$ cat config.mk
export PLATFORM = sky130hd
export DESIGN_NAME = vec_remap_top
export DESIGN_NICKNAME = d
export VERILOG_FILES = /design/src/vrrm_pkg.sv /design/src/issue_fifo.sv /design/src/vec_remap_top.sv /design/src/vrat.sv /design/src/vreg_alloc.sv /design/src/vrrm.sv
export VERILOG_INCLUDE_DIRS = /design/src
export SDC_FILE = /design/constraint.sdc
export NUM_CORES = 1
export LEC_CHECK = 0
export ABC_CLOCK_PERIOD_IN_PS = 8700
export BUFFER_PORTS_ARGS = -buffer_cell sky130_fd_sc_hd__buf_2
export CAP_MARGIN = 40
export CORE_AREA = 4 4 226 228
export DETAILED_ROUTE_END_ITERATION = 16
export DIE_AREA = 0 0 230 232
export PLACE_DENSITY = 0.89
export SLEW_MARGIN = 15
export SYNTH_ARGS = -nofsm -noshare
export SYNTH_HDL_FRONTEND = slang
export SYNTH_SLANG_ARGS = --single-unit
$ cat constraint.sdc
create_clock -name clk_i -period 8.7 [get_ports clk_i]
set_input_delay 0.435 -clock clk_i [delete_from_list [all_inputs] [get_ports clk_i]]
set_output_delay 0.435 -clock clk_i [all_outputs]
set_load 0.005 [all_outputs]
$ cat src/vrrm_cfg.svh
// Configuration defines for the vector register remap stage
// Register file size, lane count, issue queue depth and scalar width
`ifndef VRRM_CFG_SVH
`define VRRM_CFG_SVH

// Architectural and physical vector registers
// Must be a power of two, the allocator wraps by truncation
`define VRRM_VREGS 32

// Vector lanes, sets the group stride divisor
`define VRRM_LANES 8

// Entries in each issue queue
`define VRRM_QDEPTH 4

// Scalar operand carried with each instruction
`define VRRM_DATA_W 32

`endif

$ cat src/vrrm_pkg.sv
// Types for the vector register remap stage
// Opcode class, register index and the three instruction formats
`include "vrrm_cfg.svh"

package vrrm_pkg;

    localparam int VREG_IDX_W = $clog2(`VRRM_VREGS);
    localparam int MAXVL_W    = 9;
    localparam int FUNCT_W    = 6;

    typedef logic [VREG_IDX_W-1:0]   vreg_idx_t;
    typedef logic [MAXVL_W-1:0]      maxvl_t;
    typedef logic [FUNCT_W-1:0]      funct_t;
    typedef logic [`VRRM_DATA_W-1:0] data_t;

    // Opcode class, anything other than load or store is arithmetic
    typedef logic [2:0] op_class_t;
    localparam op_class_t OP_LOAD  = 3'b000;
    localparam op_class_t OP_STORE = 3'b010;

    // Instruction as it leaves the vector instruction queue
    typedef struct packed {
        op_class_t op_class;
        funct_t    funct;
        vreg_idx_t dst;
        vreg_idx_t src1;
        vreg_idx_t src2;
        logic      reconfigure;
        maxvl_t    maxvl;
        data_t     data1;
    } v_instr_t;

    // Execute side, registers already renamed
    typedef struct packed {
        op_class_t op_class;
        funct_t    funct;
        vreg_idx_t dst;
        vreg_idx_t src1;
        vreg_idx_t src2;
        logic      reconfigure;
        maxvl_t    maxvl;
        data_t     data1;
        logic      dst_iszero;  // stores write no register
        logic      lock;        // waits for the memory side
    } remapped_instr_t;

    // Memory side copy of loads and stores
    typedef struct packed {
        op_class_t op_class;
        vreg_idx_t dst;
        vreg_idx_t src1;
        vreg_idx_t src2;
        data_t     data1;
        maxvl_t    maxvl;
        logic      reconfigure;
    } mem_instr_t;

endpackage
$ cat src/issue_fifo.sv
// Synchronous issue queue with a generic payload type
// Circular buffer, push and pop allowed in the same cycle
`timescale 1ns/10ps
`include "vrrm_cfg.svh"

module issue_fifo #(
    parameter type payload_t = logic
) (
    input  logic     clk_i,
    input  logic     rstn_i,
    input  logic     push_i,
    input  payload_t data_i,
    output logic     full_o,
    input  logic     pop_i,
    output payload_t data_o,
    output logic     valid_o
);

    localparam int DEPTH = `VRRM_QDEPTH;
    localparam int PTR_W = $clog2(DEPTH);
    localparam int CNT_W = $clog2(DEPTH + 1);

    payload_t         mem_q [DEPTH];
    logic [PTR_W-1:0] wr_ptr_q;
    logic [PTR_W-1:0] rd_ptr_q;
    logic [CNT_W-1:0] count_q;
    logic             do_push;
    logic             do_pop;

    assign full_o  = (count_q == CNT_W'(DEPTH));
    assign valid_o = (count_q != '0);
    assign data_o  = mem_q[rd_ptr_q];

    assign do_push = push_i & ~full_o;
    assign do_pop  = pop_i & valid_o;

    always_ff @(posedge clk_i or negedge rstn_i) begin
        if (!rstn_i) begin
            wr_ptr_q <= '0;
            rd_ptr_q <= '0;
            count_q  <= '0;
        end else begin
            // Explicit wrap so the depth need not be a power of two
            if (do_push) begin
                wr_ptr_q <= (wr_ptr_q == PTR_W'(DEPTH - 1)) ? '0 : wr_ptr_q + 1'b1;
            end
            if (do_pop) begin
                rd_ptr_q <= (rd_ptr_q == PTR_W'(DEPTH - 1)) ? '0 : rd_ptr_q + 1'b1;
            end
            case ({do_push, do_pop})
                2'b10:   count_q <= count_q + 1'b1;
                2'b01:   count_q <= count_q - 1'b1;
                default: count_q <= count_q;
            endcase
        end
    end

    always_ff @(posedge clk_i) begin
        if (do_push) begin
            mem_q[wr_ptr_q] <= data_i;
        end
    end

    // Producer must watch full_o
    a_no_push_full: assert property (
        @(posedge clk_i) disable iff (!rstn_i)
        !(push_i && full_o)
    ) else $error("issue_fifo: push while full");

    // Consumer must only pop a valid entry
    a_no_pop_empty: assert property (
        @(posedge clk_i) disable iff (!rstn_i)
        !(pop_i && !valid_o)
    ) else $error("issue_fifo: pop while empty");

endmodule

$ cat src/vec_remap_top.sv
// Top level of the vector remap front end
// Remap stage feeding the execute and memory issue queues
`timescale 1ns/10ps

module vec_remap_top import vrrm_pkg::*; (
    input  logic            clk_i,
    input  logic            rstn_i,
    // Instruction queue side
    input  logic            in_valid_i,
    input  v_instr_t        in_instr_i,
    output logic            in_pop_o,
    // Execute stream
    output logic            ex_valid_o,
    output remapped_instr_t ex_instr_o,
    input  logic            ex_ready_i,
    // Memory stream
    output logic            mem_valid_o,
    output mem_instr_t      mem_instr_o,
    input  logic            mem_ready_i,
    output logic            idle_o
);

    logic            ex_full;
    logic            ex_push;
    remapped_instr_t ex_instr_d;
    logic            mem_full;
    logic            mem_push;
    mem_instr_t      mem_instr_d;

    vrrm u_vrrm (
        .clk_i       (clk_i),
        .rstn_i      (rstn_i),
        .in_valid_i  (in_valid_i),
        .in_instr_i  (in_instr_i),
        .in_pop_o    (in_pop_o),
        .ex_full_i   (ex_full),
        .ex_push_o   (ex_push),
        .ex_instr_o  (ex_instr_d),
        .mem_full_i  (mem_full),
        .mem_push_o  (mem_push),
        .mem_instr_o (mem_instr_d)
    );

    // A ready without a valid entry is not a pop
    issue_fifo #(.payload_t(remapped_instr_t)) u_ex_fifo (
        .clk_i   (clk_i),
        .rstn_i  (rstn_i),
        .push_i  (ex_push),
        .data_i  (ex_instr_d),
        .full_o  (ex_full),
        .pop_i   (ex_ready_i & ex_valid_o),
        .data_o  (ex_instr_o),
        .valid_o (ex_valid_o)
    );

    issue_fifo #(.payload_t(mem_instr_t)) u_mem_fifo (
        .clk_i   (clk_i),
        .rstn_i  (rstn_i),
        .push_i  (mem_push),
        .data_i  (mem_instr_d),
        .full_o  (mem_full),
        .pop_i   (mem_ready_i & mem_valid_o),
        .data_o  (mem_instr_o),
        .valid_o (mem_valid_o)
    );

    // Nothing waiting and nothing queued
    assign idle_o = ~in_valid_i & ~ex_valid_o & ~mem_valid_o;

endmodule

$ cat src/vrat.sv
// Vector register alias table
// One write port, three combinational read ports, a valid bit per entry
`timescale 1ns/10ps
`include "vrrm_cfg.svh"

module vrat import vrrm_pkg::*; (
    input  logic      clk_i,
    input  logic      rstn_i,
    input  logic      clear_i,
    // Write port
    input  logic      wr_en_i,
    input  vreg_idx_t wr_addr_i,
    input  vreg_idx_t wr_data_i,
    // Read port 1
    input  vreg_idx_t rd_addr_1_i,
    output vreg_idx_t rd_data_1_o,
    output logic      rd_mapped_1_o,
    // Read port 2
    input  vreg_idx_t rd_addr_2_i,
    output vreg_idx_t rd_data_2_o,
    output logic      rd_mapped_2_o,
    // Read port 3
    input  vreg_idx_t rd_addr_3_i,
    output vreg_idx_t rd_data_3_o,
    output logic      rd_mapped_3_o
);

    vreg_idx_t              map_q [`VRRM_VREGS];
    logic [`VRRM_VREGS-1:0] valid_q;

    // Valid bits, a clear wipes every mapping at once
    always_ff @(posedge clk_i or negedge rstn_i) begin
        if (!rstn_i) begin
            valid_q <= '0;
        end else if (clear_i) begin
            valid_q <= '0;
        end else if (wr_en_i) begin
            valid_q[wr_addr_i] <= 1'b1;
        end
    end

    // Mapping storage, only meaningful where the valid bit is set
    always_ff @(posedge clk_i) begin
        if (wr_en_i) begin
            map_q[wr_addr_i] <= wr_data_i;
        end
    end

    // Raw reads, the caller picks the identity when unmapped
    assign rd_data_1_o   = map_q[rd_addr_1_i];
    assign rd_mapped_1_o = valid_q[rd_addr_1_i];

    assign rd_data_2_o   = map_q[rd_addr_2_i];
    assign rd_mapped_2_o = valid_q[rd_addr_2_i];

    assign rd_data_3_o   = map_q[rd_addr_3_i];
    assign rd_mapped_3_o = valid_q[rd_addr_3_i];

    // The remap stage never renames and reconfigures in one instruction
    a_clear_wr_excl: assert property (
        @(posedge clk_i) disable iff (!rstn_i)
        !(clear_i && wr_en_i)
    ) else $error("vrat: clear and write in the same cycle");

endmodule

$ cat src/vreg_alloc.sv
// Bump allocator for physical vector register groups
// Pointer advances by the group stride, stride reloads on restart
`timescale 1ns/10ps
`include "vrrm_cfg.svh"

module vreg_alloc import vrrm_pkg::*; (
    input  logic      clk_i,
    input  logic      rstn_i,
    input  logic      alloc_i,
    input  logic      restart_i,
    input  maxvl_t    maxvl_i,
    output vreg_idx_t next_vreg_o
);

    localparam int LANE_SHIFT = $clog2(`VRRM_LANES);
    localparam int STRIDE_W   = MAXVL_W - LANE_SHIFT;
    localparam int SUM_W      = ((STRIDE_W > VREG_IDX_W) ? STRIDE_W : VREG_IDX_W) + 1;

    vreg_idx_t           ptr_q;
    logic [STRIDE_W-1:0] stride_q;
    logic [SUM_W-1:0]    ptr_sum;

    // Wraps modulo the register count by dropping the upper bits
    assign ptr_sum = SUM_W'(ptr_q) + SUM_W'(stride_q);

    always_ff @(posedge clk_i or negedge rstn_i) begin
        if (!rstn_i) begin
            ptr_q    <= '0;
            stride_q <= {{(STRIDE_W-1){1'b0}}, 1'b1};
        end else if (restart_i) begin
            ptr_q    <= '0;
            // Registers per group is maxvl over the lane count
            stride_q <= maxvl_i[MAXVL_W-1:LANE_SHIFT];
        end else if (alloc_i) begin
            ptr_q <= ptr_sum[VREG_IDX_W-1:0];
        end
    end

    assign next_vreg_o = ptr_q;

    // A zero stride would hand the same group to every destination
    a_stride_nonzero: assert property (
        @(posedge clk_i) disable iff (!rstn_i)
        restart_i |=> (stride_q != '0)
    ) else $error("vreg_alloc: reconfigure loaded a zero stride");

endmodule

$ cat src/vrrm.sv
// Vector register remap stage
// Classifies, gates acceptance, renames dst and translates sources
`timescale 1ns/10ps

module vrrm import vrrm_pkg::*; (
    input  logic            clk_i,
    input  logic            rstn_i,
    // From the instruction queue
    input  logic            in_valid_i,
    input  v_instr_t        in_instr_i,
    output logic            in_pop_o,
    // Execute queue
    input  logic            ex_full_i,
    output logic            ex_push_o,
    output remapped_instr_t ex_instr_o,
    // Memory queue
    input  logic            mem_full_i,
    output logic            mem_push_o,
    output mem_instr_t      mem_instr_o
);

    logic      is_load;
    logic      is_store;
    logic      is_mem;
    logic      is_reconf;
    logic      accept;

    vreg_idx_t dst_map;
    logic      dst_mapped;
    vreg_idx_t src1_map;
    logic      src1_mapped;
    vreg_idx_t src2_map;
    logic      src2_mapped;
    vreg_idx_t alloc_vreg;

    vreg_idx_t out_dst;
    vreg_idx_t out_src1;
    vreg_idx_t out_src2;

    logic      tbl_wr;
    logic      tbl_clear;

    assign is_load   = (in_instr_i.op_class == OP_LOAD);
    assign is_store  = (in_instr_i.op_class == OP_STORE);
    assign is_mem    = is_load | is_store;
    assign is_reconf = in_instr_i.reconfigure;

    // Loads and stores need room in both queues
    assign accept     = in_valid_i & ~ex_full_i & (~is_mem | ~mem_full_i);
    assign in_pop_o   = accept;
    assign ex_push_o  = accept;
    assign mem_push_o = accept & is_mem;

    // Table and allocator only move on an accepted instruction
    assign tbl_wr    = accept & ~is_reconf & ~dst_mapped;
    assign tbl_clear = accept & is_reconf;

    // Reconfigures keep their architectural registers
    always_comb begin
        if (is_reconf) begin
            out_dst  = in_instr_i.dst;
            out_src1 = in_instr_i.src1;
            out_src2 = in_instr_i.src2;
        end else begin
            out_dst  = dst_mapped ? dst_map : alloc_vreg;
            // A source that names the dst follows the dst rename
            if (in_instr_i.src1 == in_instr_i.dst) begin
                out_src1 = out_dst;
            end else begin
                out_src1 = src1_mapped ? src1_map : in_instr_i.src1;
            end
            if (in_instr_i.src2 == in_instr_i.dst) begin
                out_src2 = out_dst;
            end else begin
                out_src2 = src2_mapped ? src2_map : in_instr_i.src2;
            end
        end
    end

    always_comb begin
        ex_instr_o.op_class    = in_instr_i.op_class;
        ex_instr_o.funct       = in_instr_i.funct;
        ex_instr_o.dst         = out_dst;
        ex_instr_o.src1        = out_src1;
        ex_instr_o.src2        = out_src2;
        ex_instr_o.reconfigure = is_reconf;
        ex_instr_o.maxvl       = in_instr_i.maxvl;
        ex_instr_o.data1       = in_instr_i.data1;
        ex_instr_o.dst_iszero  = is_store;
        ex_instr_o.lock        = is_mem & ~is_reconf;
    end

    always_comb begin
        mem_instr_o.op_class    = in_instr_i.op_class;
        mem_instr_o.dst         = out_dst;
        mem_instr_o.src1        = out_src1;
        mem_instr_o.src2        = out_src2;
        mem_instr_o.data1       = in_instr_i.data1;
        mem_instr_o.maxvl       = in_instr_i.maxvl;
        mem_instr_o.reconfigure = is_reconf;
    end

    vrat u_vrat (
        .clk_i         (clk_i),
        .rstn_i        (rstn_i),
        .clear_i       (tbl_clear),
        .wr_en_i       (tbl_wr),
        .wr_addr_i     (in_instr_i.dst),
        .wr_data_i     (alloc_vreg),
        .rd_addr_1_i   (in_instr_i.dst),
        .rd_data_1_o   (dst_map),
        .rd_mapped_1_o (dst_mapped),
        .rd_addr_2_i   (in_instr_i.src1),
        .rd_data_2_o   (src1_map),
        .rd_mapped_2_o (src1_mapped),
        .rd_addr_3_i   (in_instr_i.src2),
        .rd_data_3_o   (src2_map),
        .rd_mapped_3_o (src2_mapped)
    );

    vreg_alloc u_vreg_alloc (
        .clk_i       (clk_i),
        .rstn_i      (rstn_i),
        .alloc_i     (tbl_wr),
        .restart_i   (tbl_clear),
        .maxvl_i     (in_instr_i.maxvl),
        .next_vreg_o (alloc_vreg)
    );

endmodule

==> impl_metrics.ini <==
[floorplanning]
core_area_um2 = 48850
rows = 81
num_io_pins = 203
dieHeight_um = 232
die_w_um = 230
die_area_um2 = 53360
start_util_pct = 64.62

[synthesis]
ys_ff_latch = 728
yosys.area_share.simple_pct = 3.817
syn_area_um2 = 31570
synth-edff-count = 672
yosysTopAreaCell = edfxtp_1
synthAdderAreaFrac_pct = 0.8244
synthDistinctLibCells = 74
ys_seq_area_share_pct = 68.37
synthFlopType = edfxtp_1
async_reset_ff_share_pct = 7.692
synth_top_family_by_area = multiplexers
yosys-mux-area-fraction_pct = 19.43
yosys.area_share.xor_xnor_pct = 0.5272
synth-compound-area-share_pct = 4.998
syn-instance-count = 1689
yosysWarnings = 0
yosysTopAreaCellShare_pct = 63.92
synth_area_leaders = edfxtp_1 64%, mux4_2 16%, dfrtp_1 4.4%
synth_nets = 1779
syn_avg_cell_area_um2 = 18.69

[drt]
drc = 0
firstDrtPassIters = 6
routedWlPerCell_um = 37.49
routed_wl_um = 98490
vias = 19510
via_per_inst = 7.427
antenna_left = 0
drt_iter0_drc = 3133

[critical_path]
cp_data_required_time_ps = 8960
timing.rr.start = u_vrrm.u_vrat.valid_q[1]
path_max_fanout = 49
reg2reg_to = u_vrrm.u_vrat.map_q[16][0]
r2r_cells = 7
cp-start-kind = primary input
rrSetupSlack_ps = 5250
critPathKind = in -> reg
crit_path_end_kind = flip-flop
cp_data_arrival_time_ps = 4450

[timing]
tightest_slew_ps = 946.5
setup_violations = 0
slew_violations = 0
fin_crit_ps = 4195
holdWs_ps = 31.53
clock.fmax_mhz = 238.4
timing.slew.headroom_pct = 36.83
setup_tns_ps = 0
hold_violations = 0
finalCritPeriodShare_pct = 48.22
rsz0062_at_grt = false
clock_skew_ps = 32.27

[cts]
htree_levels = 3
cts_sinks = 728
cts_buffers = 72
path_clk_slew_ps = 60
root_buffer = clkbuf_16
cts_tree = built
ctsResizeCount = 0
clock_latency_ps = 640
cts.path.max_buffers = 3

[power_and_ir_drop]
leakage_nw = 12.42
seq_power_share_pct = 44.3
pwr-share-comb_pct = 26.0
power_density_nw_per_um2 = 292.6
p_int_mw = 7.253
clkPwrFrac_pct = 29.8
power_switching_mw = 3.240
vdd_drop_max_uv = 172.7
p_sw_share_pct = 30.88

[placement]
place_area_um2 = 33400
post-dp-hpwl_um = 58830
gp_congestion = 0.9438
io_buffers = 202

[hold_path]
hp-class = in -> reg
min_delay_worst_endpoint = u_ex_fifo.mem_q[3][64]
hold_depth = 1
hold_path.startpoint = in_instr_i[62]

[cells_and_area]
drive_above_1_share_pct = 31.57
layout.nets = 1994
finalInstanceArea_um2 = 35870
area_growth_pct = 13.62

[global_routing]
grt-ovfl-total = 0
grt_max_degree = 57
grt_pass1_wl_um = 140700
track_usage_pct = 36.79
antenna_found_initial = 4
grt_pass1_vias = 19350

[run_status]
status = finished clean

[job]
maxCapViolCount = 0
==> layout make-up <==
cell class,count,area (um^2)
multi-input cells,825,9368
inverters,27,101.3
clock buffers,93,1912
clock inverters,38,381.6
fillers,2784,12980
diodes,2,5.005
well taps,664,830.8
flip-flops and latches,728,21600
repair buffers,250,1673
==> synthesized netlist by cell type, drive strengths merged, types with 3 or more instances <==
library cell and instances:
a2111oi 4, a211oi 15, a21boi 3, a21o 23, a21oi 17, a221oi 19, a22o 4, a22oi 19
a32oi 5, a41oi 3, and2 16, buf 61, clkbuf 48, dfrtp 55, edfxtp 672, fa 3
ha 16, inv 25, mux2 11, mux2i 110, mux4 218, nand2 60, nand2b 11, nand3 7
nand3b 3, nand4 7, nor2 52, nor2b 15, nor3 37, nor3b 3, o211ai 5, o21a 6
o21ai 53, o221ai 4, o22ai 12, o32ai 8, o41ai 3, or2 6, or3 6, or3b 3
xnor2 8, xor2 11
==> worst max path at each step <==
| stage | startpoint | to | cells past startpoint |
|---|---|---|---|
| final | in_instr_i[53] | u_vrrm.u_vrat.map_q[16][0] | 9 |
| after global routing | in_instr_i[53] | u_vrrm.u_vrat.map_q[0][4] | 9 |
| after CTS | in_instr_i[53] | u_vrrm.u_vrat.map_q[16][3] | 9 |
| after detailed placement | in_instr_i[53] | u_vrrm.u_vrat.map_q[0][2] | 9 |
| after global placement | in_instr_i[53] | u_vrrm.u_vrat.map_q[9][4] | 8 |
| after floorplan | u_ex_fifo.count_q[0] | u_mem_fifo.mem_q[3][0] | 5 |
==> per-stage QoR <==
step	instances	total power, mW	worst slack (ps)	util [%]
3_5_place_dp	2486	7.260	3993	68.36
5_1_grt	2626	10.79	4279	73.42
6_report	2627	10.49	4505	73.42
4_1_cts	2617	10.43	4652	73.06
3_3_place_gp	2472	7.039	4126	67.78
2_1_floorplan	1689	6.030	5469	-
==> flip-flops by register name, indices dropped and copies added, names as in the netlist <==
signal	cells
u_vrrm.u_vrat.map_q	160
u_ex_fifo.rd_ptr_q	2
u_ex_fifo.mem_q	272
u_mem_fifo.rd_ptr_q	2
u_ex_fifo.wr_ptr_q	2
u_ex_fifo.count_q	3
u_mem_fifo.count_q	3
u_mem_fifo.wr_ptr_q	2
u_vrrm.u_vreg_alloc.next_vreg_o	5
u_mem_fifo.mem_q	240
u_vrrm.u_vrat.valid_q	32
u_vrrm.u_vreg_alloc.stride_q	5
==> cells by family after synthesis <==
family | after synthesis
flip-flops | 728
multiplexers | 339
AND/OR/NAND/NOR | 232
AO/OA/AOI/OAI | 216
buffers and inverters | 136
XOR/XNOR | 19
adder cells (fa/ha/maj) | 19
==> critical path, stage by stage <==
cell       delay, ps
buf_4            450
buf_4            780
mux2i_1          290
o22ai_2          110
a2111oi_4        460
nand4_2          490
nor4_4           440
nand2_2          410
nor2_1           500
==> power groups by stage <==
| stage | logic [mW] | registers [mW] | clock network, mW |
|---|---|---|---|
| CTS | 2.68 | 4.63 | 3.12 |
| floorplan | 1.47 | 4.56 | 0 |
| global placement | 2.38 | 4.66 | 0 |
| finish | 2.72 | 4.65 | 3.12 |
| global route | 2.83 | 4.66 | 3.30 |
| detailed placement | 2.58 | 4.67 | 0 |
==> layout by cell type, fill, tap and decap left out, types with 44 or more instances in the layout <==
master	synthesis	layout
edfxtp_1	672	672
nor2_1	52	52
clkbuf_16	0	73
dfrtp_1	55	50
o21ai_0	44	44
nand2_1	59	58
mux4_2	218	218
mux2i_1	110	110
buf_2	21	200
==> timing repair <==
item                                   in CTS  in global routing
hold buffers                                0                  1
setup buffers                               0                  0
endpoints found under the hold margin       0                  9
==> metal layers <==
layer / GRT usage (%) / share of wire (%) / vias up
met1: 48.06 / 33 / 9929
met5: 0 / 0.028 / -
li1: - / - / 7398
met2: 60.57 / 49 / 1815
met3: 8.575 / 12 / 366
met4: 15.67 / 5.7 / 4
No activity file was read; power rests on OpenSTA's default activity.
